<file path="src/fb_pkg.sv">
// shared constants and command word layout for the framebuffer design
// referenced by scoped name from every block
package fb_pkg;

    localparam int CORDW = 10;  // screen coordinate width

    // 640x480 timing, widths match sx/sy
    localparam logic [CORDW-1:0] H_ACTIVE = 10'd640;
    localparam logic [CORDW-1:0] H_FRONT  = 10'd16;
    localparam logic [CORDW-1:0] H_SYNC   = 10'd96;
    localparam logic [CORDW-1:0] H_BACK   = 10'd48;
    localparam logic [CORDW-1:0] H_TOTAL  = 10'd800;
    localparam logic [CORDW-1:0] V_ACTIVE = 10'd480;
    localparam logic [CORDW-1:0] V_FRONT  = 10'd10;
    localparam logic [CORDW-1:0] V_SYNC   = 10'd2;
    localparam logic [CORDW-1:0] V_BACK   = 10'd33;
    localparam logic [CORDW-1:0] V_TOTAL  = 10'd525;

    // framebuffer geometry, part-selected where narrower
    localparam int FB_ADDRW = 15;
    localparam int FB_XW    = 8;
    localparam int FB_YW    = 7;
    localparam int COLRW    = 4;  // grey levels
    localparam logic [FB_ADDRW-1:0] FB_WIDTH  = 15'd160;
    localparam logic [FB_ADDRW-1:0] FB_HEIGHT = 15'd120;
    localparam logic [FB_ADDRW-1:0] FB_PIXELS = 15'd19200;

    localparam logic [1:0] OP_NOP   = 2'd0;
    localparam logic [1:0] OP_POKE  = 2'd1;
    localparam logic [1:0] OP_HLINE = 2'd2;
    localparam logic [1:0] OP_VLINE = 2'd3;

    localparam logic [7:0] ADDR_CMD    = 8'h00;
    localparam logic [7:0] ADDR_STATUS = 8'h04;

    // command word, opcode always in 31:30
    typedef union packed {
        struct packed {
            logic [1:0]       op;
            logic [FB_XW-1:0] x;
            logic [FB_YW-1:0] y;
            logic [7:0]       len;   // length minus one
            logic [COLRW-1:0] colr;
            logic [2:0]       rsvd;
        } line;
        struct packed {
            logic [1:0]          op;
            logic [FB_ADDRW-1:0] addr;  // linear y*160+x
            logic [COLRW-1:0]    colr;
            logic [10:0]         rsvd;
        } pix;
    } fb_cmd_u;

endpackage

</file>
<file path="src/vga_scanout.sv">
// reads the framebuffer in step with the beam and drives the VGA pins
// pixel and sync for a position leave two cycles after sx/sy
`timescale 1ns/10ps

module vga_scanout (
    input  logic                          clk_pix,
    input  logic                          rst_n,
    input  logic [fb_pkg::CORDW-1:0]      sx,
    input  logic [fb_pkg::CORDW-1:0]      sy,
    input  logic                          hsync,
    input  logic                          vsync,
    input  logic                          frame,
    output logic [fb_pkg::FB_ADDRW-1:0]   raddr,
    input  logic [fb_pkg::COLRW-1:0]      rdata,
    output logic                          vga_hsync,
    output logic                          vga_vsync,
    output logic [3:0]                    vga_r,
    output logic [3:0]                    vga_g,
    output logic [3:0]                    vga_b
);

    logic [fb_pkg::FB_ADDRW-1:0] addr_q;  // next address to read
    logic paint, paint_p1, hsync_p1, vsync_p1;

    always_comb begin
        // top-left 160x120 window
        paint = (sx < fb_pkg::FB_WIDTH[fb_pkg::CORDW-1:0]) &&
                (sy < fb_pkg::FB_HEIGHT[fb_pkg::CORDW-1:0]);
        raddr = frame ? '0 : addr_q;  // address 0 already at 0,0
    end

    always_ff @(posedge clk_pix) begin
        if (!rst_n) begin
            addr_q    <= '0;
            paint_p1  <= 1'b0;
            hsync_p1  <= 1'b1;
            vsync_p1  <= 1'b1;
            vga_hsync <= 1'b1;
            vga_vsync <= 1'b1;
            vga_r     <= '0;
            vga_g     <= '0;
            vga_b     <= '0;
        end else begin
            if (paint) addr_q <= raddr + 1'b1;
            paint_p1  <= paint;  // align with RAM read
            hsync_p1  <= hsync;
            vsync_p1  <= vsync;
            vga_hsync <= hsync_p1;
            vga_vsync <= vsync_p1;
            vga_r     <= paint_p1 ? rdata : 4'h0;  // grey, same on all three
            vga_g     <= paint_p1 ? rdata : 4'h0;
            vga_b     <= paint_p1 ? rdata : 4'h0;
        end
    end

endmodule
</file>
<file path="config.mk">
export PLATFORM = sky130hd
export DESIGN_NAME = vga_scanout
export DESIGN_NICKNAME = d
export VERILOG_FILES = /design/src/fb_pkg.sv /design/src/vga_scanout.sv
export SDC_FILE = /design/constraint.sdc
export NUM_CORES = 1
export LEC_CHECK = 0
export ABC_CLOCK_PERIOD_IN_PS = 1700
export BUFFER_PORTS_ARGS = -buffer_cell sky130_fd_sc_hd__buf_2
export CORE_ASPECT_RATIO = 1.4
export CORE_MARGIN = 10
export CORE_UTILIZATION = 34
export DETAILED_ROUTE_END_ITERATION = 8
export GPL_TIMING_DRIVEN = 0
export HOLD_SLACK_MARGIN = 0.06
export PLACE_DENSITY_LB_ADDON = 0.12
export SETUP_SLACK_MARGIN = 0.15
export SYNTH_ARGS = -nofsm -noshare
export SYNTH_HDL_FRONTEND = slang
export SYNTH_SLANG_ARGS = --single-unit
</file>
<file path="constraint.sdc">
create_clock -name clk_pix -period 1.7 [get_ports clk_pix]
set_input_delay 0 -clock clk_pix [delete_from_list [all_inputs] [get_ports clk_pix]]
set_output_delay 0 -clock clk_pix [all_outputs]
set_load 0.01 [all_outputs]
</file>
==> metrics.yaml <==
worst_hold_slack_ps: 138.0
synth_area_um2: 1264
die-height_um: 92.14
finalSetupTns_ps: -54.35
yosysUniqueCellTypes: 37
cts-root-buf: "clkbuf_8"
slowest_delay_ps: 480
ys.flop_type: "dfxtp_1"
synth_edf_count: 0
antenna_found_initial: 0
crit_path_max_fanout: 3
via_per_inst: 5.202
yosys-top-cells-count: "dfxtp_1, nor2b_1, a21oi_1, buf_4, o21ai_0"
setup_violations: 2
power_density_nw_per_um2: 534.8
p_total_w: 0.0009964
grt_pass1_wl_um: 6548
dp.cells: 243
fin_ws_ps: -31.42
clock_latency_ps: 270
grt_pass1_vias: 1357
crit_path_end_kind: "register"
ir_drop_uv: 352.7
finalCriticalPeriod_ps: 1731
port_buffers: 49
ys_warn_count: 0
ioPinCount: 58
nets: 252
finalHoldViolCount: 0
gr-total-overflow: 0
antennaDiodeCount: 0
drive_above_1_share: 0.4364
hpwlAfterDp_um: 2962
start_util: 0.3500
grt_max_degree: 13
slew_headroom: 0.6244
numCtsBuffers: 3
slowest_stage: "or4b_1"
fin_skew_ps: 4.313
gp_congestion: 0.7888
clk_path_buf_depth: 2
layout.cells.non_filler: 262
wirelength_um: 4029
synth_most_common_cell: "dfxtp_1"
die_w_um: 71.53
fmax_mhz: 577.6
yosysSeqAreaShare: 0.3802
critical_path_arrival_ps: 1920
async_flop_share: 0
synth-seq-cells: 24
maxSlewViolCount: 0
die-area_um2: 6590
h-tree-depth: 1
firstDrtPassIters: 4
drt_iter0_drc: 31
wire_per_inst_um: 15.38
track_usage: 0.1175
p_leak_nw: 0.8262
clk_pin_slew_ps: 80
clock_sinks: 24
final_area_um2: 1863
path_buf_inv: 1
synth_area_leader_cell: "dfxtp_1"
syn_avg_cell_area_um2: 8.314
worstMarginPinSlew_ps: 563.4
num_rows: 26
drc: 0
cp-start-kind: "register"
placed_area_um2: 1619
post-route-period-util: 1.018
status: "finished, violations left"
hold_class: "in2reg"
netlist_instances: 152
required_ps: 1890
vias: 1363
violations: "setup timing"
syn-num-nets: 182
cts_tree: "yes"
ant_nets: 0
synth_top_area_share: 0.3802
area_growth_pct: 47.43
yosys-top-cells-area: "dfxtp_1, nor2b_1, buf_4"
path_cells: "nor2b_4 -> ha_4 -> and3_4 -> buf_6 -> nand4_4 -> or4b_1 -> a31oi_1"
critical-path-top-delay-family: "simple AND/OR/NAND/NOR gates"
cap_violations: 0
worstSetupPathType: "reg2reg"
rsz0062_at_grt: "yes"
core_um2: 3611
-- sequential cells by signal (all words and copies together) (netlist names) --
signal,count
vsync_p1,1
vga_b,4
paint_p1,1
hsync_p1,1
vga_vsync,1
addr_q,15
vga_hsync,1
-- cells by family (layout without fill, tap and decap cells) --
| kind of cell | count (synthesis) | in the layout | synth area share |
|---|---|---|---|
| adders and majority gates | 1 | 1 | 0.009899 |
| DFF | 24 | 24 | 0.3802 |
| and+or+nand+nor | 70 | 70 | 0.3416 |
| buffers and inverters | 20 | 88 | 0.09603 |
| muxes | 1 | 1 | 0.007921 |
| AOI/OAI and AO/OA | 36 | 36 | 0.1644 |
-- timing repair --
item,4_1_cts,5_1_grt
gates cloned,0,0
endpoints found under the hold margin,6,0
setup buffers,4,4
setup endpoints to repair,7,7
hold buffers,8,0
resized for setup,10,8
pin swaps,3,9
-- layout by cell type (no fill, tap or decap), drive strengths merged, types with 2 or more instances in the layout --
master,synthesis,final
nand2,7,7
nor2b,15,15
nor2,7,7
o21ai,11,11
nand3,3,3
buf,13,70
o211ai,3,3
a41oi,2,2
nand2b,4,4
clkbuf,6,9
or3,7,7
dfxtp,24,24
a21oi,13,13
and4,2,2
and3,6,6
a31oi,5,5
nor3,2,2
or4b,2,2
nand4,8,8
dlygate4sd3,0,8
-- power by group --
part	internal [W]	switching (W)	leakage (nW)
logic	0.0000464	0.0000459	0.606
clock network	0.000159	0.000179	0.0216
registers	0.000565	0.00000146	0.199
-- worst paths after layout --
path | start | endpoint | slack (ps) | cells past startpoint
min | rst_n | addr_q[8] | 140 | 3
max | addr_q[0] | addr_q[14] | -30 | 7
max reg2reg | addr_q[0] | addr_q[14] | -30 | 7
min reg2reg | vsync_p1 | vga_vsync | 420 | 1
-- worst reg2reg max path: cells and delay by family, from the launching register on --
family / cells / cell delay (ps)
buffers and inverters: 1 / 110
adders and majority gates: 1 / 150
DFF: 1 / 330
AOI/OAI and AO/OA: 1 / 170
and+or+nand+nor: 4 / 890
-- per-layer routing --
metal / global-route usage / up-vias / wire length, um
li1: - / 680 / -
met1: 0.1230 / 631 / 1536
met2: 0.2117 / 47 / 2115
met3: 0.03883 / 5 / 324
met4: 0.03883 / 0 / 53
met5: 0 / - / 0
-- metrics by stage --
stage	setup WS [ps]	utilization
floorplan	11.79	-
global placement	-240.1	0.4484
detailed placement	-298.4	0.4484
CTS	-63.16	0.5003
global route	-83.29	0.5159
finish	-31.42	0.5159
-- layout make-up --
cell class	instances	area [um2]
Multi-Input combinational cell	108	740.7
Sequential cell	24	493.0
Clock buffer	3	41.29
Inverter	1	3.754
Buffer	19	133.9
Timing Repair Buffer	65	397.9
Tap cell	42	52.55
Fill cell	356	1748
No activity file was read; power rests on OpenSTA's default activity.
