## config.mk

```make
export PLATFORM = sky130hd
export DESIGN_NAME = fb_apb_regs_flat
export DESIGN_NICKNAME = d
export VERILOG_FILES = /design/src/fb_pkg.sv /design/src/fb_wr_if.sv /design/src/fb_apb_regs.sv /design/src/flat_wrapper.sv
export SDC_FILE = /design/constraint.sdc
export NUM_CORES = 1
export LEC_CHECK = 0
export ABC_AREA = 1
export BUFFER_PORTS_ARGS = -buffer_cell sky130_fd_sc_hd__buf_2
export CAP_MARGIN = 20
export CORE_AREA = 4 4 89 91
export CTS_CLUSTER_SIZE = 40
export DETAILED_ROUTE_END_ITERATION = 7
export DIE_AREA = 0 0 93 95
export PLACE_DENSITY_LB_ADDON = 0.12
export RECOVER_POWER = 50
export SLEW_MARGIN = 20
export SYNTH_ARGS = -nofsm -noshare
export SYNTH_HDL_FRONTEND = slang
export SYNTH_SLANG_ARGS = --single-unit
```

## constraint.sdc

```tcl
create_clock -name clk_pix -period 3.1 [get_ports clk_pix]
set_clock_uncertainty 0.2 [all_clocks]
set_input_delay 0.62 -clock clk_pix [delete_from_list [all_inputs] [get_ports clk_pix]]
set_output_delay 0.62 -clock clk_pix [all_outputs]
set_load 0.03 [all_outputs]
```

## src/fb_pkg.sv

```systemverilog
// shared constants and command word layout for the framebuffer design
// referenced by scoped name from every block
package fb_pkg;

    localparam int CORDW = 10;  // screen coordinate width

    // 640x480 timing, widths match sx/sy
    localparam logic [CORDW-1:0] H_ACTIVE = 10'd640;
    localparam logic [CORDW-1:0] H_FRONT  = 10'd16;
    localparam logic [CORDW-1:0] H_SYNC   = 10'd96;
    localparam logic [CORDW-1:0] H_BACK   = 10'd48;
    localparam logic [CORDW-1:0] H_TOTAL  = 10'd800;
    localparam logic [CORDW-1:0] V_ACTIVE = 10'd480;
    localparam logic [CORDW-1:0] V_FRONT  = 10'd10;
    localparam logic [CORDW-1:0] V_SYNC   = 10'd2;
    localparam logic [CORDW-1:0] V_BACK   = 10'd33;
    localparam logic [CORDW-1:0] V_TOTAL  = 10'd525;

    // framebuffer geometry, part-selected where narrower
    localparam int FB_ADDRW = 15;
    localparam int FB_XW    = 8;
    localparam int FB_YW    = 7;
    localparam int COLRW    = 4;  // grey levels
    localparam logic [FB_ADDRW-1:0] FB_WIDTH  = 15'd160;
    localparam logic [FB_ADDRW-1:0] FB_HEIGHT = 15'd120;
    localparam logic [FB_ADDRW-1:0] FB_PIXELS = 15'd19200;

    localparam logic [1:0] OP_NOP   = 2'd0;
    localparam logic [1:0] OP_POKE  = 2'd1;
    localparam logic [1:0] OP_HLINE = 2'd2;
    localparam logic [1:0] OP_VLINE = 2'd3;

    localparam logic [7:0] ADDR_CMD    = 8'h00;
    localparam logic [7:0] ADDR_STATUS = 8'h04;

    // command word, opcode always in 31:30
    typedef union packed {
        struct packed {
            logic [1:0]       op;
            logic [FB_XW-1:0] x;
            logic [FB_YW-1:0] y;
            logic [7:0]       len;   // length minus one
            logic [COLRW-1:0] colr;
            logic [2:0]       rsvd;
        } line;
        struct packed {
            logic [1:0]          op;
            logic [FB_ADDRW-1:0] addr;  // linear y*160+x
            logic [COLRW-1:0]    colr;
            logic [10:0]         rsvd;
        } pix;
    } fb_cmd_u;

endpackage

```

## src/fb_wr_if.sv

```systemverilog
// framebuffer write request between one master and the arbiter
// master holds req, addr and colr until gnt is seen at a clock edge
`timescale 1ns/10ps

interface fb_wr_if;

    logic                          req;   // write wanted
    logic                          gnt;   // write happens this edge
    logic [fb_pkg::FB_ADDRW-1:0]   addr;  // linear pixel address
    logic [fb_pkg::COLRW-1:0]      colr;  // grey value

    modport master (
        output req, addr, colr,
        input  gnt
    );

    modport arbiter (
        input  req, addr, colr,
        output gnt
    );

endinterface

```

## src/fb_apb_regs.sv

```systemverilog
// APB slave with the command and status registers
// pokes go to the arbiter, line commands go to the drawer with a start strobe
`timescale 1ns/10ps

module fb_apb_regs (
    input  logic              clk_pix,
    input  logic              rst_n,
    input  logic [7:0]        paddr,
    input  logic              psel,
    input  logic              penable,
    input  logic              pwrite,
    input  logic [31:0]       pwdata,
    output logic [31:0]       prdata,
    output logic              pready,
    output logic              pslverr,
    input  logic              busy,    // drawer running
    output logic              start,   // one cycle, cmd valid with it
    output fb_pkg::fb_cmd_u   cmd,     // held line command
    fb_wr_if.master           poke
);

    fb_pkg::fb_cmd_u wcmd;  // incoming word, both views
    logic access, cmd_hit, sts_hit, is_line, is_poke, stall, wr_acc;
    logic poke_pend;

    always_comb begin
        wcmd    = pwdata;
        access  = psel && penable;
        cmd_hit = (paddr == fb_pkg::ADDR_CMD);
        sts_hit = (paddr == fb_pkg::ADDR_STATUS);
        is_line = (wcmd.line.op == fb_pkg::OP_HLINE) || (wcmd.line.op == fb_pkg::OP_VLINE);
        is_poke = (wcmd.pix.op == fb_pkg::OP_POKE);
        // hold the bus while the target is still occupied
        stall   = access && pwrite && cmd_hit &&
                  ((is_line && (busy || start)) || (is_poke && poke_pend));
        pready  = ~stall;
        pslverr = access && !cmd_hit && !sts_hit;  // unknown offset
        wr_acc  = access && pwrite && cmd_hit && !stall;
        prdata  = '0;
        if (sts_hit) prdata = {30'b0, poke_pend, busy};
        else if (cmd_hit) prdata = cmd;  // last line command
    end

    // control state
    always_ff @(posedge clk_pix) begin
        if (!rst_n) begin
            start     <= 1'b0;
            poke_pend <= 1'b0;
        end else begin
            start <= wr_acc && is_line;
            if (wr_acc && is_poke && wcmd.pix.addr < fb_pkg::FB_PIXELS) begin
                poke_pend <= 1'b1;  // out of range pokes dropped here
            end else if (poke.gnt) begin
                poke_pend <= 1'b0;
            end
        end
    end

    // payload, no reset
    always_ff @(posedge clk_pix) begin
        if (wr_acc && is_line) cmd <= wcmd;
        if (wr_acc && is_poke) begin
            poke.addr <= wcmd.pix.addr;
            poke.colr <= wcmd.pix.colr;
        end
    end

    assign poke.req = poke_pend;  // held until granted

endmodule

```

## src/flat_wrapper.sv

```systemverilog
// flat-port wrapper written by rule: the top's interface ports become plain ports
module fb_apb_regs_flat 
  (clk_pix, rst_n, paddr, psel, penable, pwrite, pwdata, prdata, pready, pslverr, busy, start, cmd, poke_req, poke_addr, poke_colr, poke_gnt);
  fb_wr_if poke_i ();
  input  logic clk_pix;
  input  logic rst_n;
  input  logic [7:0] paddr;
  input  logic psel;
  input  logic penable;
  input  logic pwrite;
  input  logic [31:0] pwdata;
  output logic [31:0] prdata;
  output logic pready;
  output logic pslverr;
  input  logic busy;
  output logic start;
  output fb_pkg::fb_cmd_u cmd;
  output wire logic [$bits(poke_i.req)-1:0] poke_req;
  output wire logic [$bits(poke_i.addr)-1:0] poke_addr;
  output wire logic [$bits(poke_i.colr)-1:0] poke_colr;
  input wire logic [$bits(poke_i.gnt)-1:0] poke_gnt;
  assign poke_req = poke_i.req;
  assign poke_addr = poke_i.addr;
  assign poke_colr = poke_i.colr;
  assign poke_i.gnt = poke_gnt;
  fb_apb_regs u_core (.clk_pix(clk_pix), .rst_n(rst_n), .paddr(paddr), .psel(psel), .penable(penable), .pwrite(pwrite), .pwdata(pwdata), .prdata(prdata), .pready(pready), .pslverr(pslverr), .busy(busy), .start(start), .cmd(cmd), .poke(poke_i));
endmodule
```

==> flow_summary.toml <==
[outcome]
run_status = "finished clean"

[floorplanning]
core_area_um2 = 7140
pin_count = 134
die_outline_area_um2 = 8840
floorplan.initialDensity = 0.296
die_height_um = 95
die_x_um = 93
number_of_placement_rows = 31

[power_and_ir_drop]
leakage_nw = 1.26
vdd_drop_max_mv = 0.177
cellPowerDensity_nw_per_um2 = 414

[detailed_routing]
via_count = 1550
routed_wire_length_per_instance_um = 12.9
avgViaCountPerCell = 3.91
postRouteAntennaNets = 0
totalWireLength_mm = 5.10
detailed_route_iter0_violations = 47
dr.pass1.iters = 4
drc = 0

[logic_synthesis]
netlist_top_cells_count = "51 x edfxtp_1, 35 x inv_1, 28 x nor2_2"
synth_edf_count = 51
yosys.area.top_type_share = 0.726
netlist_instances = 156
postSynthAreaPerCell_um2 = 13.5
yosysMostFrequentCell = "edfxtp_1"
postSynthNetCount = 203
yosysWarnings = 0
synth-seq-cells = 53
ys.flop_type = "edfxtp_1"
synth.distinct_cells = 18
postSynth.asyncResetShare = 0
synth_top_area_cell = "edfxtp_1"
cell_area_after_synthesis_um2 = 2110
seq_area_frac_synth = 0.745
yosys-top-cells-area = "edfxtp_1 73%, nor2_2 8.3%, inv_1 6.2%"

[layout]
nets = 343
relative_area_change_from_synthesis_to_final_layout_pct = 38.1
drive_gt1_frac = 0.424
insertedDiodeCount = 0
ff_latch_area_um2 = 1570
multi_input_area_um2 = 377
finish.cell_count_without_fillers = 396
postLayoutCoreUtil = 0.408
nFillCells = 736

[sta]
fin_setup_tns_ns = 0
final-max-slew-violation-count = 0
rsz0062_at_grt = "no"
max-slew-margin-rel = 0.427
worstMarginPinSlew_ns = 0.858
max_clock_freq_mhz = 370
fin_hold_ws_ns = 0.290
fin_crit_share = 0.871
final_report_setup_violation_count = 0
hold_viol_final = 0
final_period_minus_worst_setup_slack_ns = 2.70

[grt]
grt_overflow_total = 0
first_global_vias = 1546
grt_usage = 0.112
grt_antenna_before_repair = 0
grt_max_degree = 31
grt_pass1_wl_mm = 7.51

[cts]
tritoncts.num_buffers = 5
htree_num_levels = 2
cts.hold.buffers_added = 0
post_cts_resized = 0
clockRootBuffer = "clkbuf_8"
clockBufferDepth = 2
tritoncts = "built"
clk_pin_slew_ns = 0.09
clkSinkCount = 53
cts.repair_timing.setup_buffer_count = 0
clk_latency_ns = 0.30

[setup_path]
top_fanout_value_on_the_critical_path = 30
critical_path.endpoint_type = "primary output"
critical_path_arrival_ns = 1.88
rrSetupSlack_ns = 1.38
crit_required_ns = 2.28
critical_path_class = "input port to primary output"
worstSetupStartpointType = "input port"

[placement]
post-place-cells = 388
dp_hpwl_mm = 3.93
place.gp.congestion = 0.745
port_buffers = 133

[job]
cap_violations = 0

[hold_path]
min_path_type = "input port to flip-flop"
[metrics by stage]
stage / setup WS (ns) / power (W) / area [um^2]
after detailed placement: 0.360 / 0.000849 / 2900
final: 0.401 / 0.00121 / 2910
after floorplan: 0.0123 / 0.000813 / 2110
after global routing: 0.226 / 0.00127 / 2910
after CTS: 0.354 / 0.00123 / 2990
after global placement: 0.372 / 0.000848 / 2900
[final timing paths]
path | cells after the start | to | from
min reg2reg | 3 | u_core.poke.req$_SDFFE_PN0P_ | u_core.poke.req$_SDFFE_PN0P_
max reg2reg | 6 | u_core.poke.addr[6]$_DFFE_PP_ | u_core.start$_SDFF_PN0_
max | 7 | prdata[29] | paddr[7]
min | 1 | u_core.cmd[9]$_DFFE_PP_ | pwdata[9]
[layout by cell type (no fill, tap or decap), drive strengths merged, types with 2 or more instances in the layout]
master,synthesis,final
dfxtp,2,2
nor3,5,5
clkbuf,0,59
a22o,2,2
buf,3,82
edfxtp,51,51
nand2,9,9
nor2,42,42
inv,36,36
clkinv,0,3
[state kept, by name (all words and copies together), names as in the netlist]
name and count:
u_core.poke.addr 15, u_core.poke.req 1, u_core.start 1, u_core.poke.colr 4, u_core.cmd 32
[critical path, stage by stage]
cell and delay (ns):
buf_2 0.10, nor2_1 0.09, nand2_1 0.11, nor2_2 0.19, inv_2 0.34, nor2_2 0.21, buf_2 0.22
[per-layer routing]
metal,vias to the layer above,GRT usage,routed length (um)
li1,774,-,-
met1,709,0.133,2010
met2,65,0.196,2700
met3,2,0.0351,357
met4,0,0.0293,32
met5,-,0,0
[final cells by class]
cell class,instances,share of cell area
inverters,36,0.0464
repair buffers,136,0.213
clock buffers,5,0.0236
flip-flops and latches,53,0.539
multi-input cells,64,0.129
well taps,99,0.0425
clock inverters,3,0.00601
[power breakdown]
part           total [W]  internal (W)  switching (W)  leakage [nW]
clock network   0.000377      0.000157       0.000220        0.0455
logic          0.0000473     0.0000231      0.0000242         0.739
registers       0.000783      0.000783   0.0000000344         0.474
[logic make-up after synthesis]
logic type	after synthesis	share of synthesized area
AND/OR/NAND/NOR	60	0.161
buffers and inverters	39	0.0801
AO/OA/AOI/OAI	4	0.0142
flip-flops	53	0.745
No activity file was read; power rests on OpenSTA's default activity.
