## src/fb_pkg.sv

```systemverilog
// shared constants and command word layout for the framebuffer design
// referenced by scoped name from every block
package fb_pkg;

    localparam int CORDW = 10;  // screen coordinate width

    // 640x480 timing, widths match sx/sy
    localparam logic [CORDW-1:0] H_ACTIVE = 10'd640;
    localparam logic [CORDW-1:0] H_FRONT  = 10'd16;
    localparam logic [CORDW-1:0] H_SYNC   = 10'd96;
    localparam logic [CORDW-1:0] H_BACK   = 10'd48;
    localparam logic [CORDW-1:0] H_TOTAL  = 10'd800;
    localparam logic [CORDW-1:0] V_ACTIVE = 10'd480;
    localparam logic [CORDW-1:0] V_FRONT  = 10'd10;
    localparam logic [CORDW-1:0] V_SYNC   = 10'd2;
    localparam logic [CORDW-1:0] V_BACK   = 10'd33;
    localparam logic [CORDW-1:0] V_TOTAL  = 10'd525;

    // framebuffer geometry, part-selected where narrower
    localparam int FB_ADDRW = 15;
    localparam int FB_XW    = 8;
    localparam int FB_YW    = 7;
    localparam int COLRW    = 4;  // grey levels
    localparam logic [FB_ADDRW-1:0] FB_WIDTH  = 15'd160;
    localparam logic [FB_ADDRW-1:0] FB_HEIGHT = 15'd120;
    localparam logic [FB_ADDRW-1:0] FB_PIXELS = 15'd19200;

    localparam logic [1:0] OP_NOP   = 2'd0;
    localparam logic [1:0] OP_POKE  = 2'd1;
    localparam logic [1:0] OP_HLINE = 2'd2;
    localparam logic [1:0] OP_VLINE = 2'd3;

    localparam logic [7:0] ADDR_CMD    = 8'h00;
    localparam logic [7:0] ADDR_STATUS = 8'h04;

    // command word, opcode always in 31:30
    typedef union packed {
        struct packed {
            logic [1:0]       op;
            logic [FB_XW-1:0] x;
            logic [FB_YW-1:0] y;
            logic [7:0]       len;   // length minus one
            logic [COLRW-1:0] colr;
            logic [2:0]       rsvd;
        } line;
        struct packed {
            logic [1:0]          op;
            logic [FB_ADDRW-1:0] addr;  // linear y*160+x
            logic [COLRW-1:0]    colr;
            logic [10:0]         rsvd;
        } pix;
    } fb_cmd_u;

endpackage

```

## src/fb_wr_if.sv

```systemverilog
// framebuffer write request between one master and the arbiter
// master holds req, addr and colr until gnt is seen at a clock edge
`timescale 1ns/10ps

interface fb_wr_if;

    logic                          req;   // write wanted
    logic                          gnt;   // write happens this edge
    logic [fb_pkg::FB_ADDRW-1:0]   addr;  // linear pixel address
    logic [fb_pkg::COLRW-1:0]      colr;  // grey value

    modport master (
        output req, addr, colr,
        input  gnt
    );

    modport arbiter (
        input  req, addr, colr,
        output gnt
    );

endinterface

```

## src/line_drawer.sv

```systemverilog
// draws a horizontal or vertical run one pixel per grant
// clips at the framebuffer edge, busy low again when the run ends
`timescale 1ns/10ps

module line_drawer (
    input  logic             clk_pix,
    input  logic             rst_n,
    input  logic             start,
    input  fb_pkg::fb_cmd_u  cmd,
    output logic             busy,
    fb_wr_if.master          wr
);

    logic [fb_pkg::FB_XW-1:0]    x;
    logic [fb_pkg::FB_YW-1:0]    y;
    logic [7:0]                  cnt;   // pixels left minus one
    logic                        vert;  // step y instead of x
    logic [fb_pkg::COLRW-1:0]    colr;
    logic in_range, last;

    always_comb begin
        in_range = (x < fb_pkg::FB_WIDTH[fb_pkg::FB_XW-1:0]) &&
                   (y < fb_pkg::FB_HEIGHT[fb_pkg::FB_YW-1:0]);
        // count out or next step crosses the edge
        last = (cnt == '0) ||
               (vert ? (y == fb_pkg::FB_HEIGHT[fb_pkg::FB_YW-1:0] - 1'b1)
                     : (x == fb_pkg::FB_WIDTH[fb_pkg::FB_XW-1:0] - 1'b1));
        wr.req  = busy && in_range;  // clipped first pixel never requests
        wr.colr = colr;
        wr.addr = {{(fb_pkg::FB_ADDRW-fb_pkg::FB_YW){1'b0}}, y} * fb_pkg::FB_WIDTH
                + {{(fb_pkg::FB_ADDRW-fb_pkg::FB_XW){1'b0}}, x};
    end

    always_ff @(posedge clk_pix) begin
        if (!rst_n) begin
            busy <= 1'b0;
        end else if (start) begin
            busy <= 1'b1;
        end else if (busy && (!in_range || (wr.gnt && last))) begin
            busy <= 1'b0;
        end
    end

    // position walk
    always_ff @(posedge clk_pix) begin
        if (start) begin
            x    <= cmd.line.x;
            y    <= cmd.line.y;
            cnt  <= cmd.line.len;
            colr <= cmd.line.colr;
            vert <= (cmd.line.op == fb_pkg::OP_VLINE);
        end else if (busy && wr.gnt) begin
            if (vert) y <= y + 1'b1;
            else x <= x + 1'b1;
            cnt <= cnt - 1'b1;
        end
    end

endmodule

```

## src/flat_wrapper.sv

```systemverilog
// flat-port wrapper written by rule: the top's interface ports become plain ports
module line_drawer_flat 
  (clk_pix, rst_n, start, cmd, busy, wr_req, wr_addr, wr_colr, wr_gnt);
  fb_wr_if wr_i ();
  input  logic clk_pix;
  input  logic rst_n;
  input  logic start;
  input  fb_pkg::fb_cmd_u cmd;
  output logic busy;
  output wire logic [$bits(wr_i.req)-1:0] wr_req;
  output wire logic [$bits(wr_i.addr)-1:0] wr_addr;
  output wire logic [$bits(wr_i.colr)-1:0] wr_colr;
  input wire logic [$bits(wr_i.gnt)-1:0] wr_gnt;
  assign wr_req = wr_i.req;
  assign wr_addr = wr_i.addr;
  assign wr_colr = wr_i.colr;
  assign wr_i.gnt = wr_gnt;
  line_drawer u_core (.clk_pix(clk_pix), .rst_n(rst_n), .start(start), .cmd(cmd), .busy(busy), .wr(wr_i));
endmodule
```

## config.mk

```make
export PLATFORM = sky130hd
export DESIGN_NAME = line_drawer_flat
export DESIGN_NICKNAME = d
export VERILOG_FILES = /design/src/fb_pkg.sv /design/src/fb_wr_if.sv /design/src/line_drawer.sv /design/src/flat_wrapper.sv
export SDC_FILE = /design/constraint.sdc
export NUM_CORES = 1
export LEC_CHECK = 0
export ABC_AREA = 1
export BUFFER_PORTS_ARGS = -buffer_cell sky130_fd_sc_hd__clkbuf_2
export CAP_MARGIN = 20
export CORE_UTILIZATION = 50
export DETAILED_ROUTE_END_ITERATION = 7
export PLACE_DENSITY = 0.77
export SLEW_MARGIN = 20
export SYNTH_ARGS = -nofsm -noshare
export SYNTH_HDL_FRONTEND = slang
export SYNTH_SLANG_ARGS = --single-unit
```

## constraint.sdc

```tcl
create_clock -name clk_pix -period 2.65 [get_ports clk_pix]
set_clock_uncertainty 0.2 [all_clocks]
set_input_delay 0.265 -clock clk_pix [delete_from_list [all_inputs] [get_ports clk_pix]]
set_output_delay 0.265 -clock clk_pix [all_outputs]
set_load 0.1 [all_outputs]
```

==> summary.txt <==
Placed design
  • Port bufs: 53
  • Dpl ws: -141 ps
  • GPL Wtd Cong: 0.863
  • Area after DPL: 2760 um2
  • DP HPWL: 3540 um
  • Dpl cells: 371

Yosys
  • Syn avg cell area: 8.03 um2
  • Post-Syn Area: 2080 um2
  • Largest family of logic cells by synthesized area: simple AND/OR/NAND/NOR gates
  • Mapped Cells: 259
  • Post-synthesis compound-gate area fraction: 0.0872
  • Top-area cell type share of the netlist area: 0.404
  • Post-synth EDFFs: 28
  • Post-synthesis xor/xnor area fraction: 0.0457
  • Unique masters post-synth: 26
  • Synth Area in Simple Gates: 0.256
  • Synth top area cells: edfxtp_1 40%, nand2_1 14%, ha_1 9.6%
  • Synth Warn #: 0
  • Sequential area share after synthesis: 0.414
  • Mux share of post-synthesis cell area: 0
  • Count leader, synth: nand2_1
  • Top cells by count, synth: 77 x nand2_1, 30 x inv_1, 28 x edfxtp_1
  • #FFs+latches synth: 29
  • FFs w/ async S/R, synth: 0
  • Synth Area in Adders: 0.115
  • Syn_nets: 313
  • Ys flop type: edfxtp_1
  • Top cell type by total area after synthesis: edfxtp_1

Pwr
  • Clock power share: 0.149
  • Leakage: 0.00143 uW
  • Worst VDD drop: 0.445 mV
  • Internal power: 1250 uW
  • Switching power of the nets: 1110 uW
  • PD cells: 776 nW/um2
  • Combinational Power Share: 0.602
  • Flop pwr share: 0.249
  • Sw frac: 0.470

Worst setup path
  • Most frequent CP cell: ha_4
  • Worst-path maximum fanout: 3
  • CP bufs+invs: 2
  • Critical path class: reg -> out
  • Crit-path max cell delay: 580 ps
  • CP max stage cell: fa_2
  • CP Cell Sequence: ha_4, ha_4, fa_2, nand2_2, inv_4, nand3_2, nor2_4, xor2_4, buf_12
  • Critical path endpoint category: output pin
  • Stages on the worst setup path: 9
  • CP delay by family, top: adder cells
  • Crit start category: register
  • Worst Path Arrival: 2520 ps
  • CP required: 2180 ps
  • Worst-case reg-to-reg path depth: 8
  • Reg2reg start: u_core.y[1]
  • Crit. Startpoint: u_core.y[3]

Global routing
  • Pin count of the biggest net entering global routing: 34
  • Tot GR Track Use: 0.236
  • Vias in the first global route: 1842
  • Global-route wire length before repair: 7760 um
  • Initial antenna violation count: 0
  • Grt ovf: 0

Finish
  • Final net count: 390
  • Final instance area: 3030 um2
  • Number of fill cells in the layout: 286
  • Area delta synth->final: 45.8%
  • Area of the multi-input gates: 1300 um2
  • Diodes inserted: 0
  • Post-route insts no fill: 387
  • Share of cells above drive strength 1: 0.347
  • Register area: 861 um2
  • Post-layout util: 0.758

Route
  • Via Count: 1975
  • Iter 0 DRT Violations: 84
  • Vias/cell: 5.10
  • Routed WL: 5010 um
  • Detail Route Antenna Nets: 0
  • DRC: 0
  • Pre-antenna DRT Iters: 4
  • Routed WL per cell: 12.9 um

Die
  • Row count: 23
  • Initial Util: 0.520
  • CORE AREA: 4000 um2
  • Die width: 66.5 um
  • DIE HEIGHT: 66.5 um
  • I/O pins: 57
  • Die area: 4420 um2

Timing
  • RSZ-0062 raised after global routing: true
  • F_max: 335 MHz
  • Final setup vio count: 6
  • Fin worst setup slack: -336 ps
  • Fin crit share: 1.13
  • Max-slew headroom: 0.507
  • Slew @ Worst Pin: 734 ps
  • Fin. max-slew vios: 0
  • Tmin final: 2990 ps
  • Final Hold Vio Count: 0

CTS
  • Inserted Clock Buffers: 5
  • Root buf cell: clkbuf_8
  • Clock buffer depth: 2
  • Clk sink count: 29
  • Clock Latency Late Sink: 280 ps
  • TritonCTS clock tree: built
  • H-tree lvl count: 2
  • Worst-path clk slew: 60 ps

Run
  • Max cap viols: 0

Run status
  • Failing checks: setup timing
  • Status: complete, but fails checks

Worst hold path
  • Hold path startpoint: cmd[14]
  • Worst Hold Class: in -> reg
  • Hold depth: 3
==> tightest hold or removal path: cells and delay by family <==
family	cells	cell delay, ps
buffers and inverters	1	70
and+or+nand+nor	2	90
==> per-layer routing <==
metal,global-route usage,vias up,part of all wire,wire (um)
li1,-,1004,-,-
met1,0.268,890,0.39,1960
met2,0.429,72,0.54,2720
met3,0.0582,9,0.052,258
met4,0.0745,0,0.015,73
met5,0,-,0,0
==> stage by stage <==
step / hold WS, ps / total power (uW) / TNS, ps
after global placement: 241 / 1880 / -164
final: 51.7 / 2350 / -1560
after CTS: 28.9 / 2300 / -1690
after detailed placement: 244 / 1910 / -313
after global routing: 57.9 / 2460 / -2090
after floorplan: 164 / 1540 / -1490
==> cells by family after synthesis <==
kind of cell	Yosys count
buf+inv	40
compound gates	34
simple gates	128
flops	29
fa+ha+maj	18
xor+xnor	10
==> power by group through the flow <==
stage / sequential, uW / clock (uW) / combinational (uW)
2_1_floorplan: 638 / 0 / 902
3_3_place_gp: 591 / 0 / 1290
3_5_place_dp: 594 / 0 / 1310
4_1_cts: 585 / 359 / 1350
5_1_grt: 592 / 381 / 1490
6_report: 587 / 351 / 1420
==> cell type report <==
type                            count  area share
Sequential cell                    29       0.284
Timing Repair Buffer               80       0.200
Inverter                           30      0.0380
Tap cell                           50      0.0206
Clock inverter                      3     0.00578
Multi-Input combinational cell    190       0.429
Clock buffer                        5      0.0227
==> flip-flops by register name, summed over array words and instances, names as in the netlist <==
| name | count |
|---|---|
| u_core.y | 7 |
| u_core.busy | 1 |
| u_core.cnt | 8 |
| u_core.x | 8 |
| u_core.wr.colr | 4 |
| u_core.vert | 1 |
==> path summary, 6_finish.rpt <==
check | slack (ps) | to
worst min register to register | 400 | u_core.busy
worst max-delay path | -340 | wr_addr[12]
worst min-delay path | 50 | u_core.cnt[7]
worst max register to register | 880 | u_core.y[6]
==> repair_timing <==
item                                    CTS  global route
hold endpoints to repair                  5             0
pin swaps                                14            17
setup buffers                             3             1
hold buffers                              5             0
cloned                                    0             0
resized for setup                         8            18
endpoints found under the setup margin    6             8
==> layout by cell type (no fill, tap or decap), drive strengths merged, types with 2 or more instances in the layout <==
master / count
or2: 3
nand3b: 2
xnor2: 3
o21ai: 16
edfxtp: 28
a21oi: 11
buf: 29
nand3: 22
clkbuf: 51
nor2: 23
ha: 16
fa: 2
xor2: 7
inv: 30
clkinv: 2
a31oi: 5
nand2: 77
dlygate4sd3: 5
(Power assumes the default switching activity.)
