[config.mk]
export PLATFORM = sky130hd
export DESIGN_NAME = display_timings
export DESIGN_NICKNAME = d
export VERILOG_FILES = /design/src/fb_pkg.sv /design/src/display_timings.sv
export SDC_FILE = /design/constraint.sdc
export NUM_CORES = 1
export LEC_CHECK = 0
export ABC_AREA = 1
export BUFFER_PORTS_ARGS = -buffer_cell sky130_fd_sc_hd__buf_4
export CORE_MARGIN = 2
export CORE_UTILIZATION = 51
export CTS_BUF_LIST = sky130_fd_sc_hd__clkbuf_8
export DETAILED_ROUTE_END_ITERATION = 12
export GPL_TIMING_DRIVEN = 1
export HOLD_SLACK_MARGIN = 0.05
export PLACE_DENSITY_LB_ADDON = 0.25
export SLEW_MARGIN = 25
export SYNTH_ARGS = -nofsm -noshare
export SYNTH_HDL_FRONTEND = slang
export SYNTH_SLANG_ARGS = --single-unit
[constraint.sdc]
create_clock -name clk_pix -period 1.4 [get_ports clk_pix]
set_input_delay 0.35 -clock clk_pix [delete_from_list [all_inputs] [get_ports clk_pix]]
set_output_delay 0.35 -clock clk_pix [all_outputs]
set_load 0.005 [all_outputs]
[src/fb_pkg.sv]
// shared constants and command word layout for the framebuffer design
// referenced by scoped name from every block
package fb_pkg;

    localparam int CORDW = 10;  // screen coordinate width

    // 640x480 timing, widths match sx/sy
    localparam logic [CORDW-1:0] H_ACTIVE = 10'd640;
    localparam logic [CORDW-1:0] H_FRONT  = 10'd16;
    localparam logic [CORDW-1:0] H_SYNC   = 10'd96;
    localparam logic [CORDW-1:0] H_BACK   = 10'd48;
    localparam logic [CORDW-1:0] H_TOTAL  = 10'd800;
    localparam logic [CORDW-1:0] V_ACTIVE = 10'd480;
    localparam logic [CORDW-1:0] V_FRONT  = 10'd10;
    localparam logic [CORDW-1:0] V_SYNC   = 10'd2;
    localparam logic [CORDW-1:0] V_BACK   = 10'd33;
    localparam logic [CORDW-1:0] V_TOTAL  = 10'd525;

    // framebuffer geometry, part-selected where narrower
    localparam int FB_ADDRW = 15;
    localparam int FB_XW    = 8;
    localparam int FB_YW    = 7;
    localparam int COLRW    = 4;  // grey levels
    localparam logic [FB_ADDRW-1:0] FB_WIDTH  = 15'd160;
    localparam logic [FB_ADDRW-1:0] FB_HEIGHT = 15'd120;
    localparam logic [FB_ADDRW-1:0] FB_PIXELS = 15'd19200;

    localparam logic [1:0] OP_NOP   = 2'd0;
    localparam logic [1:0] OP_POKE  = 2'd1;
    localparam logic [1:0] OP_HLINE = 2'd2;
    localparam logic [1:0] OP_VLINE = 2'd3;

    localparam logic [7:0] ADDR_CMD    = 8'h00;
    localparam logic [7:0] ADDR_STATUS = 8'h04;

    // command word, opcode always in 31:30
    typedef union packed {
        struct packed {
            logic [1:0]       op;
            logic [FB_XW-1:0] x;
            logic [FB_YW-1:0] y;
            logic [7:0]       len;   // length minus one
            logic [COLRW-1:0] colr;
            logic [2:0]       rsvd;
        } line;
        struct packed {
            logic [1:0]          op;
            logic [FB_ADDRW-1:0] addr;  // linear y*160+x
            logic [COLRW-1:0]    colr;
            logic [10:0]         rsvd;
        } pix;
    } fb_cmd_u;

endpackage

[src/display_timings.sv]
// 640x480 screen position counters with sync and frame strobe
// sx/sy start at 0,0 in the first cycle after reset release
`timescale 1ns/10ps

module display_timings (
    input  logic                      clk_pix,
    input  logic                      rst_n,
    output logic [fb_pkg::CORDW-1:0]  sx,     // column 0..799
    output logic [fb_pkg::CORDW-1:0]  sy,     // row 0..524
    output logic                      hsync,  // active low
    output logic                      vsync,  // active low
    output logic                      frame   // first active pixel
);

    // sync windows, both negative polarity
    localparam logic [fb_pkg::CORDW-1:0] HS_STA = fb_pkg::H_ACTIVE + fb_pkg::H_FRONT;
    localparam logic [fb_pkg::CORDW-1:0] HS_END = HS_STA + fb_pkg::H_SYNC;
    localparam logic [fb_pkg::CORDW-1:0] VS_STA = fb_pkg::V_ACTIVE + fb_pkg::V_FRONT;
    localparam logic [fb_pkg::CORDW-1:0] VS_END = VS_STA + fb_pkg::V_SYNC;

    always_ff @(posedge clk_pix) begin
        if (!rst_n) begin
            sx <= '0;
            sy <= '0;
        end else if (sx == fb_pkg::H_TOTAL - 1'b1) begin  // end of line
            sx <= '0;
            if (sy == fb_pkg::V_TOTAL - 1'b1) begin  // wrap frame
                sy <= '0;
            end else begin
                sy <= sy + 1'b1;
            end
        end else begin
            sx <= sx + 1'b1;
        end
    end

    // decoded straight from the counters
    always_comb begin
        hsync = ~(sx >= HS_STA && sx < HS_END);  // 656..751
        vsync = ~(sy >= VS_STA && sy < VS_END);  // 490..491
        frame = (sx == '0) && (sy == '0);
    end

endmodule

==> out/qor.yml, run 1 <==
r2r_slack_ns: -0.08
synth_warnings: 0
postSynthAreaPerCell_um2: 6.80
max_slew.worst_pin.slew_ns: 0.291
cts-root-buf: "clkbuf_8"
worstReg2RegEnd: "sy[3]"
tritoncts: "done"
pwr_density_cell_nw_per_um2: 572
syn-cell-area_um2: 1280
yosysSeqAreaShare_pct: 31.3
row_count: 18
worst_slack_ns: -0.310
leakage_nw: 0.868
grt_pass1_vias: 1228
endpoint_kind: "primary output"
synth_xor_area_share_pct: 2.06
swShare_pct: 24.9
path_cells: "inv_2, ha_4, nand3_2, nor2_2, nand2_1, nor3_2, buf_4"
setup.worst_path.start_class: "flop"
die_height_um: 54.1
synth_top_family_by_area: "simple AND/OR/NAND/NOR gates"
critPathBufInv: 2
reg2reg_depth: 8
final_common_cell: "buf_4"
nets: 252
via_count: 1473
clock_path_buffers: 2
syn_inst: 188
core-area_um2: 2430
boundaryPins: 25
ir_drop_v: 0.000728
grt_usage_pct: 25.3
regArea_um2: 420
critPathMaxFanout: 2
top_layer: "met4"
synth-seq-cells: 20
synthAdderAreaFrac_pct: 4.90
wl_um: 4070
grt_max_degree: 11
port-buffer-count: 24
yosys.area_share.simple_pct: 44.6
comb_power_share_pct: 12.8
dpl_worst_slack_ns: -0.0144
place_area_um2: 1640
drv_slew: 0
wl_per_cell_um: 14.9
holdPathEnd: "sy[7]"
p_switching_w: 0.000279
final_cell_mix: "50 x buf_4, 40 x nand2_1, 26 x inv_1"
overflow: 0
required_ns: 1.05
grt_antenna_before_repair: 0
clock_latency_ns: 0.26
design_area_um2: 1960
gp_congestion: 0.882
ant_nets: 0
die_area_um2: 2920
slowest_delay_ns: 0.33
grt_pass1_wl_um: 5310
clk_pin_slew_ns: 0.08
viasPerCell: 5.40
maxCapViolations: 0
critPathArrivalTime_ns: 1.36
violations: "setup timing"
cp_top_family: "simple AND/OR/NAND/NOR gates"
crit_type: "reg2out"
met2_length_um: 2070
cts_hold_buf: 0
die_w_um: 54.1
drtPass1Iterations: 5
hp-start: "rst_n"
rsz0062_at_grt: "yes"
htreeDepth: 1
drt_iter0_drc: 48
clkPwrFrac_pct: 35.2
relSlewSlack_pct: 80.6
drive_gt1_share_pct: 47.3
cell_internal_pwr_w: 0.000841
hold_viol_final: 0
dpl.hpwl_um: 2530
fin_skew_ns: 0.00174
fillers: 166
max_freq_mhz: 585
crit_slowest_cell: "dfxtp_2"
synth_cell_types: 30
synth_fp_nets: 195
outcome: "finished with violations"
seqPwrFrac_pct: 52.0
reg2reg_from: "sx[0]"
whs_ns: 0.373
n_antenna_cell: 0
cts.sinks: 20
wl_met3_um: 251
drc: 0
worst-path-stages: 7
worst_hold_path_type: "in2reg"
multi_input_area_um2: 891
setup_tns_ns: -1.40
setup_viol: 21
fin_crit_ns: 1.71
synthMuxAreaShare_pct: 0
synthToLayoutAreaGrowth_pct: 53.3
wirelength_met1_um: 1670
start_util_pct: 52.5
holdPathStages: 3
fin_crit_sh_pct: 122
cts_buffers: 3
synth-compound-area-share_pct: 6.07
what timing repair did:
action | CTS | global route
setup endpoints to repair | 21 | 23
cloned | 0 | 1
buffers inserted | 4 | 5
gates resized for setup | 15 | 40
pin swaps | 3 | 11
per-stage QoR:
| stage | std cells | utilization (%) | power [W] |
|---|---|---|---|
| after global routing | 273 | 80.5 | 0.00115 |
| after detailed placement | 260 | 67.4 | 0.000695 |
| after global placement | 260 | 67.4 | 0.000690 |
| final | 273 | 80.5 | 0.00112 |
| after CTS | 267 | 71.6 | 0.00109 |
| after floorplan | 188 | - | 0.000645 |
worst reg2reg max path, cell delays in order, from the launching register on:
cell	delay [ns]
dfxtp_4	0.36
buf_4	0.13
ha_4	0.15
nand3_4	0.12
inv_4	0.10
nand3_4	0.15
o21ai_1	0.21
nand2_1	0.11
nor2_1	0.09
registers in the layout, indices dropped and copies added, names as in the netlist:
signal and count:
sx 10, sy 10
area by class of cell:
type,count,share of cell area (%)
Sequential cell,20,21.5
Clock buffer,3,2.11
Tap cell,30,1.92
Timing Repair Buffer,54,22.6
Inverter,32,6.39
Multi-Input combinational cell,134,45.5
cell usage after synthesis, drive strengths merged:
| cell type | number | area [µm²] |
|---|---|---|
| a21oi | 6 | 33.8 |
| a31oi | 1 | 6.26 |
| buf | 2 | 18.8 |
| dfxtp | 20 | 400 |
| ha | 5 | 62.6 |
| inv | 32 | 123 |
| nand2 | 45 | 184 |
| nand3 | 16 | 115 |
| nand4 | 7 | 43.8 |
| nor2 | 37 | 166 |
| nor3 | 5 | 35.0 |
| nor3b | 1 | 12.5 |
| nor4 | 1 | 6.26 |
| o2111ai | 1 | 8.76 |
| o21ai | 5 | 28.8 |
| or2 | 1 | 6.26 |
| xnor2 | 1 | 8.76 |
| xor2 | 2 | 17.5 |
metal layers:
metal / global-route usage [%] / vias to the layer above
li1: - / 701
met3: 3.33 / 12
met1: 32.6 / 701
met4: 11.3 / 0
met5: 0 / -
met2: 42.1 / 59
worst max-delay path by stage:
| stage | start | end | slack (ns) |
|---|---|---|---|
| after floorplan | sx[0] | sx[0] | 0.01 |
| after global placement | sy[4] | frame | -0.04 |
| after detailed placement | sx[1] | frame | -0.01 |
| after CTS | sy[4] | frame | -0.25 |
| after global routing | sx[1] | frame | -0.38 |
| final | sx[1] | frame | -0.31 |
power by group through the flow:
stage               logic [W]  clock network (W)  registers [W]
finish               0.000144           0.000394       0.000583
global route         0.000154           0.000417       0.000584
CTS                  0.000106           0.000396       0.000585
detailed placement  0.0000963                  0       0.000599
global placement    0.0000923                  0       0.000598
floorplan           0.0000439                  0       0.000601
cells by family after synthesis:
| group | after synthesis |
|---|---|
| AOI/OAI and AO/OA | 13 |
| DFF | 20 |
| and+or+nand+nor | 113 |
| adders and majority gates | 5 |
| xor gates and xnor gates | 3 |
| buffers and inverters | 34 |
(Power assumes the default switching activity.)
==> inputs of run 2 (changes only) <==
--- a/config.mk
+++ b/config.mk
@@ -9,10 +9,9 @@
 export BUFFER_PORTS_ARGS = -buffer_cell sky130_fd_sc_hd__buf_4
 export CORE_MARGIN = 2
-export CORE_UTILIZATION = 51
+export CORE_UTILIZATION = 40
 export CTS_BUF_LIST = sky130_fd_sc_hd__clkbuf_8
 export DETAILED_ROUTE_END_ITERATION = 12
 export GPL_TIMING_DRIVEN = 1
 export HOLD_SLACK_MARGIN = 0.05
-export PLACE_DENSITY_LB_ADDON = 0.25
 export SLEW_MARGIN = 25
 export SYNTH_ARGS = -nofsm -noshare
==> constraint.sdc (replaced) <==
create_clock -name clk_pix -period 1.4 [get_ports clk_pix]
set_input_delay 0.35 -clock clk_pix [delete_from_list [all_inputs] [get_ports clk_pix]]
set_output_delay 0.35 -clock clk_pix [all_outputs]
set_load 0.01 [all_outputs]
==> out/qor.yml, run 2 (synthesis gave the netlist of run 1 again) <==
reg2reg_depth: 8  # unchanged
r2r_slack_ns: -0.02  # +0.06 ns
holdPathStages: 3  # unchanged
hold_viol_final: 0  # unchanged
fin_skew_ns: 0.00334  # +0.00160 ns
synthToLayoutAreaGrowth_pct: 49.2
setup_viol: 15  # -29%
boundaryPins: 25  # unchanged
drtPass1Iterations: 4  # -1
core-area_um2: 3050  # +26%
rsz0062_at_grt: "yes"
n_antenna_cell: 0  # unchanged
dpl_worst_slack_ns: -0.0379  # -0.0235 ns
gp_congestion: 0.862  # -2.3%
grt_pass1_vias: 1186  # -3.4%
drc: 0  # unchanged
grt_max_degree: 12  # +1
ir_drop_v: 0.000498  # -32%
place_area_um2: 1640  # +0.23%
cts_hold_buf: 0  # unchanged
fillers: 294  # +77%
maxCapViolations: 0  # unchanged
required_ns: 1.05  # about the same
ant_nets: 0  # unchanged
htreeDepth: 1  # unchanged
grt_antenna_before_repair: 0  # unchanged
die_area_um2: 3660  # +25%
clock_path_buffers: 2  # unchanged
drv_slew: 0  # unchanged
dpl.hpwl_um: 2530  # about the same
critPathMaxFanout: 2  # unchanged
reg_top3: "sx (10), sy (10)"
cts-root-buf: "clkbuf_8"
setup_tns_ns: -0.734  # +0.662 ns
max_slew.worst_pin.slew_ns: 0.296  # +0.00519 ns
drt_iter0_drc: 36  # -25%
final_cell_mix: "43 x buf_4, 39 x nand2_1, 25 x inv_1"
reg2reg_from: "sx[0]"
leakage_nw: 0.858  # -1.1%
wl_per_cell_um: 11.7  # -22%
overflow: 0  # unchanged
viasPerCell: 4.77  # -12%
crit_type: "reg2out"
hp-start: "rst_n"
port-buffer-count: 24  # unchanged
die_height_um: 60.5  # +12%
endpoint_kind: "primary output"
critPathArrivalTime_ns: 1.36  # about the same
die_w_um: 60.5  # +12%
clock_latency_ns: 0.26  # about the same
design_area_um2: 1910  # -2.7%
regArea_um2: 424  # +0.89%
worst_hold_path_type: "in2reg"
fin_crit_sh_pct: 122  # -0.13 points
start_util_pct: 41.8  # -11 points
max_freq_mhz: 585  # +0.10%
nets: 248  # -1.6%
fin_crit_ns: 1.71  # -0.00176 ns
grt_usage_pct: 19.8  # -5.6 points
worst_slack_ns: -0.309  # +0.00176 ns
setup.worst_path.start_class: "flop"
wl_um: 3320  # -18%
holdPathEnd: "sy[7]"
relSlewSlack_pct: 80.2  # -0.35 points
violations: "setup timing"
power_w: 0.00114  # +1.8%
multi_input_area_um2: 845  # -5.2%
outcome: "finished with violations"
cts_buffers: 3  # unchanged
grt_pass1_wl_um: 5420  # +2.1%
finish.utilization_pct: 62.4  # -18 points
tritoncts: "done"
drive_gt1_share_pct: 45.8  # -1.5 points
clk_pin_slew_ns: 0.07  # about the same
cts.sinks: 20  # unchanged
pwr_density_cell_nw_per_um2: 599  # +4.6%
via_count: 1354  # -8.1%
final_common_cell: "buf_4"
worstReg2RegEnd: "sy[1]"
row_count: 20  # +2
[run 2: area by class of cell]
class	count	share of cell area, %
inverters	32	6.57
flip-flops and latches	20	22.3
repair buffers	50	21.1
clock buffers	4	2.89
multi-input cells	134	44.3
well taps	44	2.89
[run 2: worst max-delay path by stage]
stage	start	to	slack, ns	cells after the start
after detailed placement	sy[4]	frame	-0.04	5
after global routing	sy[4]	frame	-0.37	5
after global placement	sy[4]	frame	-0.01	5
after floorplan	sx[1]	sx[7]	0.01	7
final	sy[4]	frame	-0.31	5
after CTS	sy[4]	frame	-0.29	5
[run 2: per-stage QoR]
step | cells | hold slack, ns
2_1_floorplan | 188 | 0.470
3_3_place_gp | 273 | 0.512
3_5_place_dp | 273 | 0.507
4_1_cts | 281 | 0.368
5_1_grt | 284 | 0.361
6_report | 284 | 0.365
[run 2: what timing repair did]
action                                  CTS  global route
pin swaps                                 4            12
resized for setup                        18            35
buffers inserted                          4             4
endpoints found under the setup margin    4            23
hold endpoints to repair                  0             0
[run 2: routing by layer]
metal  vias up  wire [µm]  global-route usage [%]
met5         -          0                       0
met4         0         45                    6.52
met3         5        116                    3.62
met2        18       1570                    29.8
met1       630       1590                    28.5
li1        701          -                       -
[run 2: power breakdown]
| part | internal (W) | total, W | switching, W |
|---|---|---|---|
| clock | 0.000251 | 0.000451 | 0.000201 |
| sequential | 0.000572 | 0.000583 | 0.0000108 |
| combinational | 0.0000525 | 0.000107 | 0.0000543 |
[run 2: critical path: stages, from the launching register on]
cell     delay, ns
dfxtp_1       0.31
or2_2         0.32
nor2_4        0.09
nand2_1       0.07
nor3_2        0.17
buf_4         0.14
==> inputs of run 3 (changes only) <==
--- a/config.mk
+++ b/config.mk
@@ -14,4 +14,5 @@
 export GPL_TIMING_DRIVEN = 1
 export HOLD_SLACK_MARGIN = 0.05
+export REMOVE_ABC_BUFFERS = 1
 export SLEW_MARGIN = 25
 export SYNTH_ARGS = -nofsm -noshare
==> constraint.sdc (replaced) <==
create_clock -name clk_pix -period 1.4 [get_ports clk_pix]
set_input_delay 0.28 -clock clk_pix [delete_from_list [all_inputs] [get_ports clk_pix]]
set_output_delay 0.28 -clock clk_pix [all_outputs]
set_load 0.01 [all_outputs]
==> out/qor.yml, run 3 (synthesis gave the netlist of run 1 again) <==
cts_buffers: 3  # unchanged
finish.utilization_pct: 64.1  # +1.6 points
clock_latency_ns: 0.26  # about the same
clock_path_buffers: 2  # unchanged
final_cell_mix: "44 x buf_4, 41 x nand2_1, 25 x inv_1, 25 x nor2_1, 11 x nand3_1"
grt_usage_pct: 20.8  # +1.0 points
drc: 0  # unchanged
reg_top3: "sx (10), sy (10)"
cts-root-buf: "clkbuf_8"
leakage_nw: 0.859  # about the same
start_util_pct: 41.8  # unchanged
cts.sinks: 20  # unchanged
worst_slack_ns: -0.207  # +0.101 ns
tritoncts: "done"
cp_top_family: "flip-flops"
htreeDepth: 1  # unchanged
hold_viol_final: 0  # unchanged
synthToLayoutAreaGrowth_pct: 53.1
fin_skew_ns: 0.00234  # -0.00100 ns
place_area_um2: 1630  # -0.53%
critPathBufInv: 2  # +1
fillers: 255  # -13%
design_area_um2: 1960  # +2.6%
overflow: 0  # unchanged
grt_antenna_before_repair: 0  # unchanged
via_count: 1362  # +0.59%
relSlewSlack_pct: 81.5  # +1.2 points
die_height_um: 60.5  # unchanged
fin_crit_ns: 1.61  # -0.101 ns
worst_hold_path_type: "in2reg"
setup_viol: 20  # +5
port-buffer-count: 24  # unchanged
grt_max_degree: 12  # unchanged
drt_iter0_drc: 49  # +36%
path_cells: "inv_4, ha_4, nand4_1, nor3_2, buf_4"
drv_slew: 0  # unchanged
ir_drop_v: 0.000332  # -33%
maxCapViolations: 0  # unchanged
fin_crit_sh_pct: 115  # -7.2 points
nets: 248  # unchanged
slowest_delay_ns: 0.37  # +0.05 ns
die_w_um: 60.5  # unchanged
gp_congestion: 0.880  # +2.1%
grt_pass1_wl_um: 5600  # +3.4%
clk_pin_slew_ns: 0.08  # about the same
required_ns: 1.12  # +0.07 ns
row_count: 20  # unchanged
dpl.hpwl_um: 2460  # -2.6%
pwr_density_cell_nw_per_um2: 609  # +1.8%
dpl.cell_count: 271  # -0.73%
max_slew.worst_pin.slew_ns: 0.278  # -0.0185 ns
wl_per_cell_um: 12.5  # +7.2%
n_antenna_cell: 0  # unchanged
crit_type: "reg2out"
critPathArrivalTime_ns: 1.33  # -0.03 ns
outcome: "finished with violations"
max_freq_mhz: 622  # +6.3%
cts_hold_buf: 0  # unchanged
critPathMaxFanout: 4  # +2
die_area_um2: 3660  # unchanged
dpl_worst_slack_ns: -0.0335  # +0.00440 ns
drtPass1Iterations: 4  # unchanged
drive_gt1_share_pct: 44.6  # -1.2 points
rsz0062_at_grt: "yes"
boundaryPins: 25  # unchanged
core-area_um2: 3050  # unchanged
viasPerCell: 4.80  # +0.59%
endpoint_kind: "primary output"
power_w: 0.00119  # +4.5%
fin_cells: 284  # unchanged
grt_pass1_vias: 1213  # +2.3%
wl_um: 3560  # +7.2%
violations: "setup timing"
setup.worst_path.start_class: "flop"
final_common_cell: "buf_4"
crit_slowest_cell: "dfxtp_4"
ant_nets: 0  # unchanged
## run 3: cell types whose count changed in the layout (fill, tap and decap cells not counted), sizes merged
cell / change
buf: -1
clkbuf: +1
## run 3: final timing paths
| path | startpoint | endpoint | slack [ns] | cells past startpoint |
|---|---|---|---|---|
| setup / recovery | sy[0] | frame | -0.21 | 5 |
| hold / removal | rst_n | sy[7] | 0.30 | 3 |
| setup reg to reg | sx[0] | sx[7] | -0.04 | 8 |
| hold reg to reg | sy[8] | sy[8] | 0.51 | 2 |
## run 3: repair_timing
| item | in CTS | in global routing |
|---|---|---|
| setup buffers | 5 | 3 |
| setup endpoints to repair | 20 | 23 |
| pin swaps | 10 | 11 |
| gates resized for setup | 24 | 28 |
| gates cloned | 0 | 1 |
## run 3: worst reg2reg max path: cells and delay by family (launching register included)
family | cells | cell delay (ns)
flops | 1 | 0.33
simple gates | 4 | 0.52
buf+inv | 3 | 0.34
fa+ha+maj | 1 | 0.17
## run 3: routing by layer
metal  share of wire (%)  vias to the layer above  global-route usage (%)
met5                   0                        -                       0
met4                 2.1                        0                    9.94
met3                 2.8                        9                    3.41
met2                  48                       25                    32.3
met1                  47                      624                    28.2
li1                    -                      704                       -
## run 3: layout make-up
cell class                 instances  area (µm²)  share of cell area [%]
clock buffer                       4        55.1                    2.82
tap                               44        55.1                    2.82
timing repair buffer              50         420                    21.5
multi-input combinational        134         880                    45.0
sequential                        20         420                    21.5
inverter                          32         125                    6.40
## run 3: stage by stage
| stage | hold WS [ns] | setup TNS (ns) |
|---|---|---|
| finish | 0.297 | -0.920 |
| detailed placement | 0.516 | -0.208 |
| global placement | 0.506 | -0.0774 |
| CTS | 0.281 | -0.551 |
| global route | 0.314 | -2.46 |
| floorplan | 0.412 | -0.680 |
## run 3: power by group
group	switching [W]	leakage [nW]	internal, W	total, W
clock	0.000210	0.0288	0.000251	0.000461
combinational	0.0000707	0.662	0.0000802	0.000151
sequential	0.00000686	0.168	0.000573	0.000579
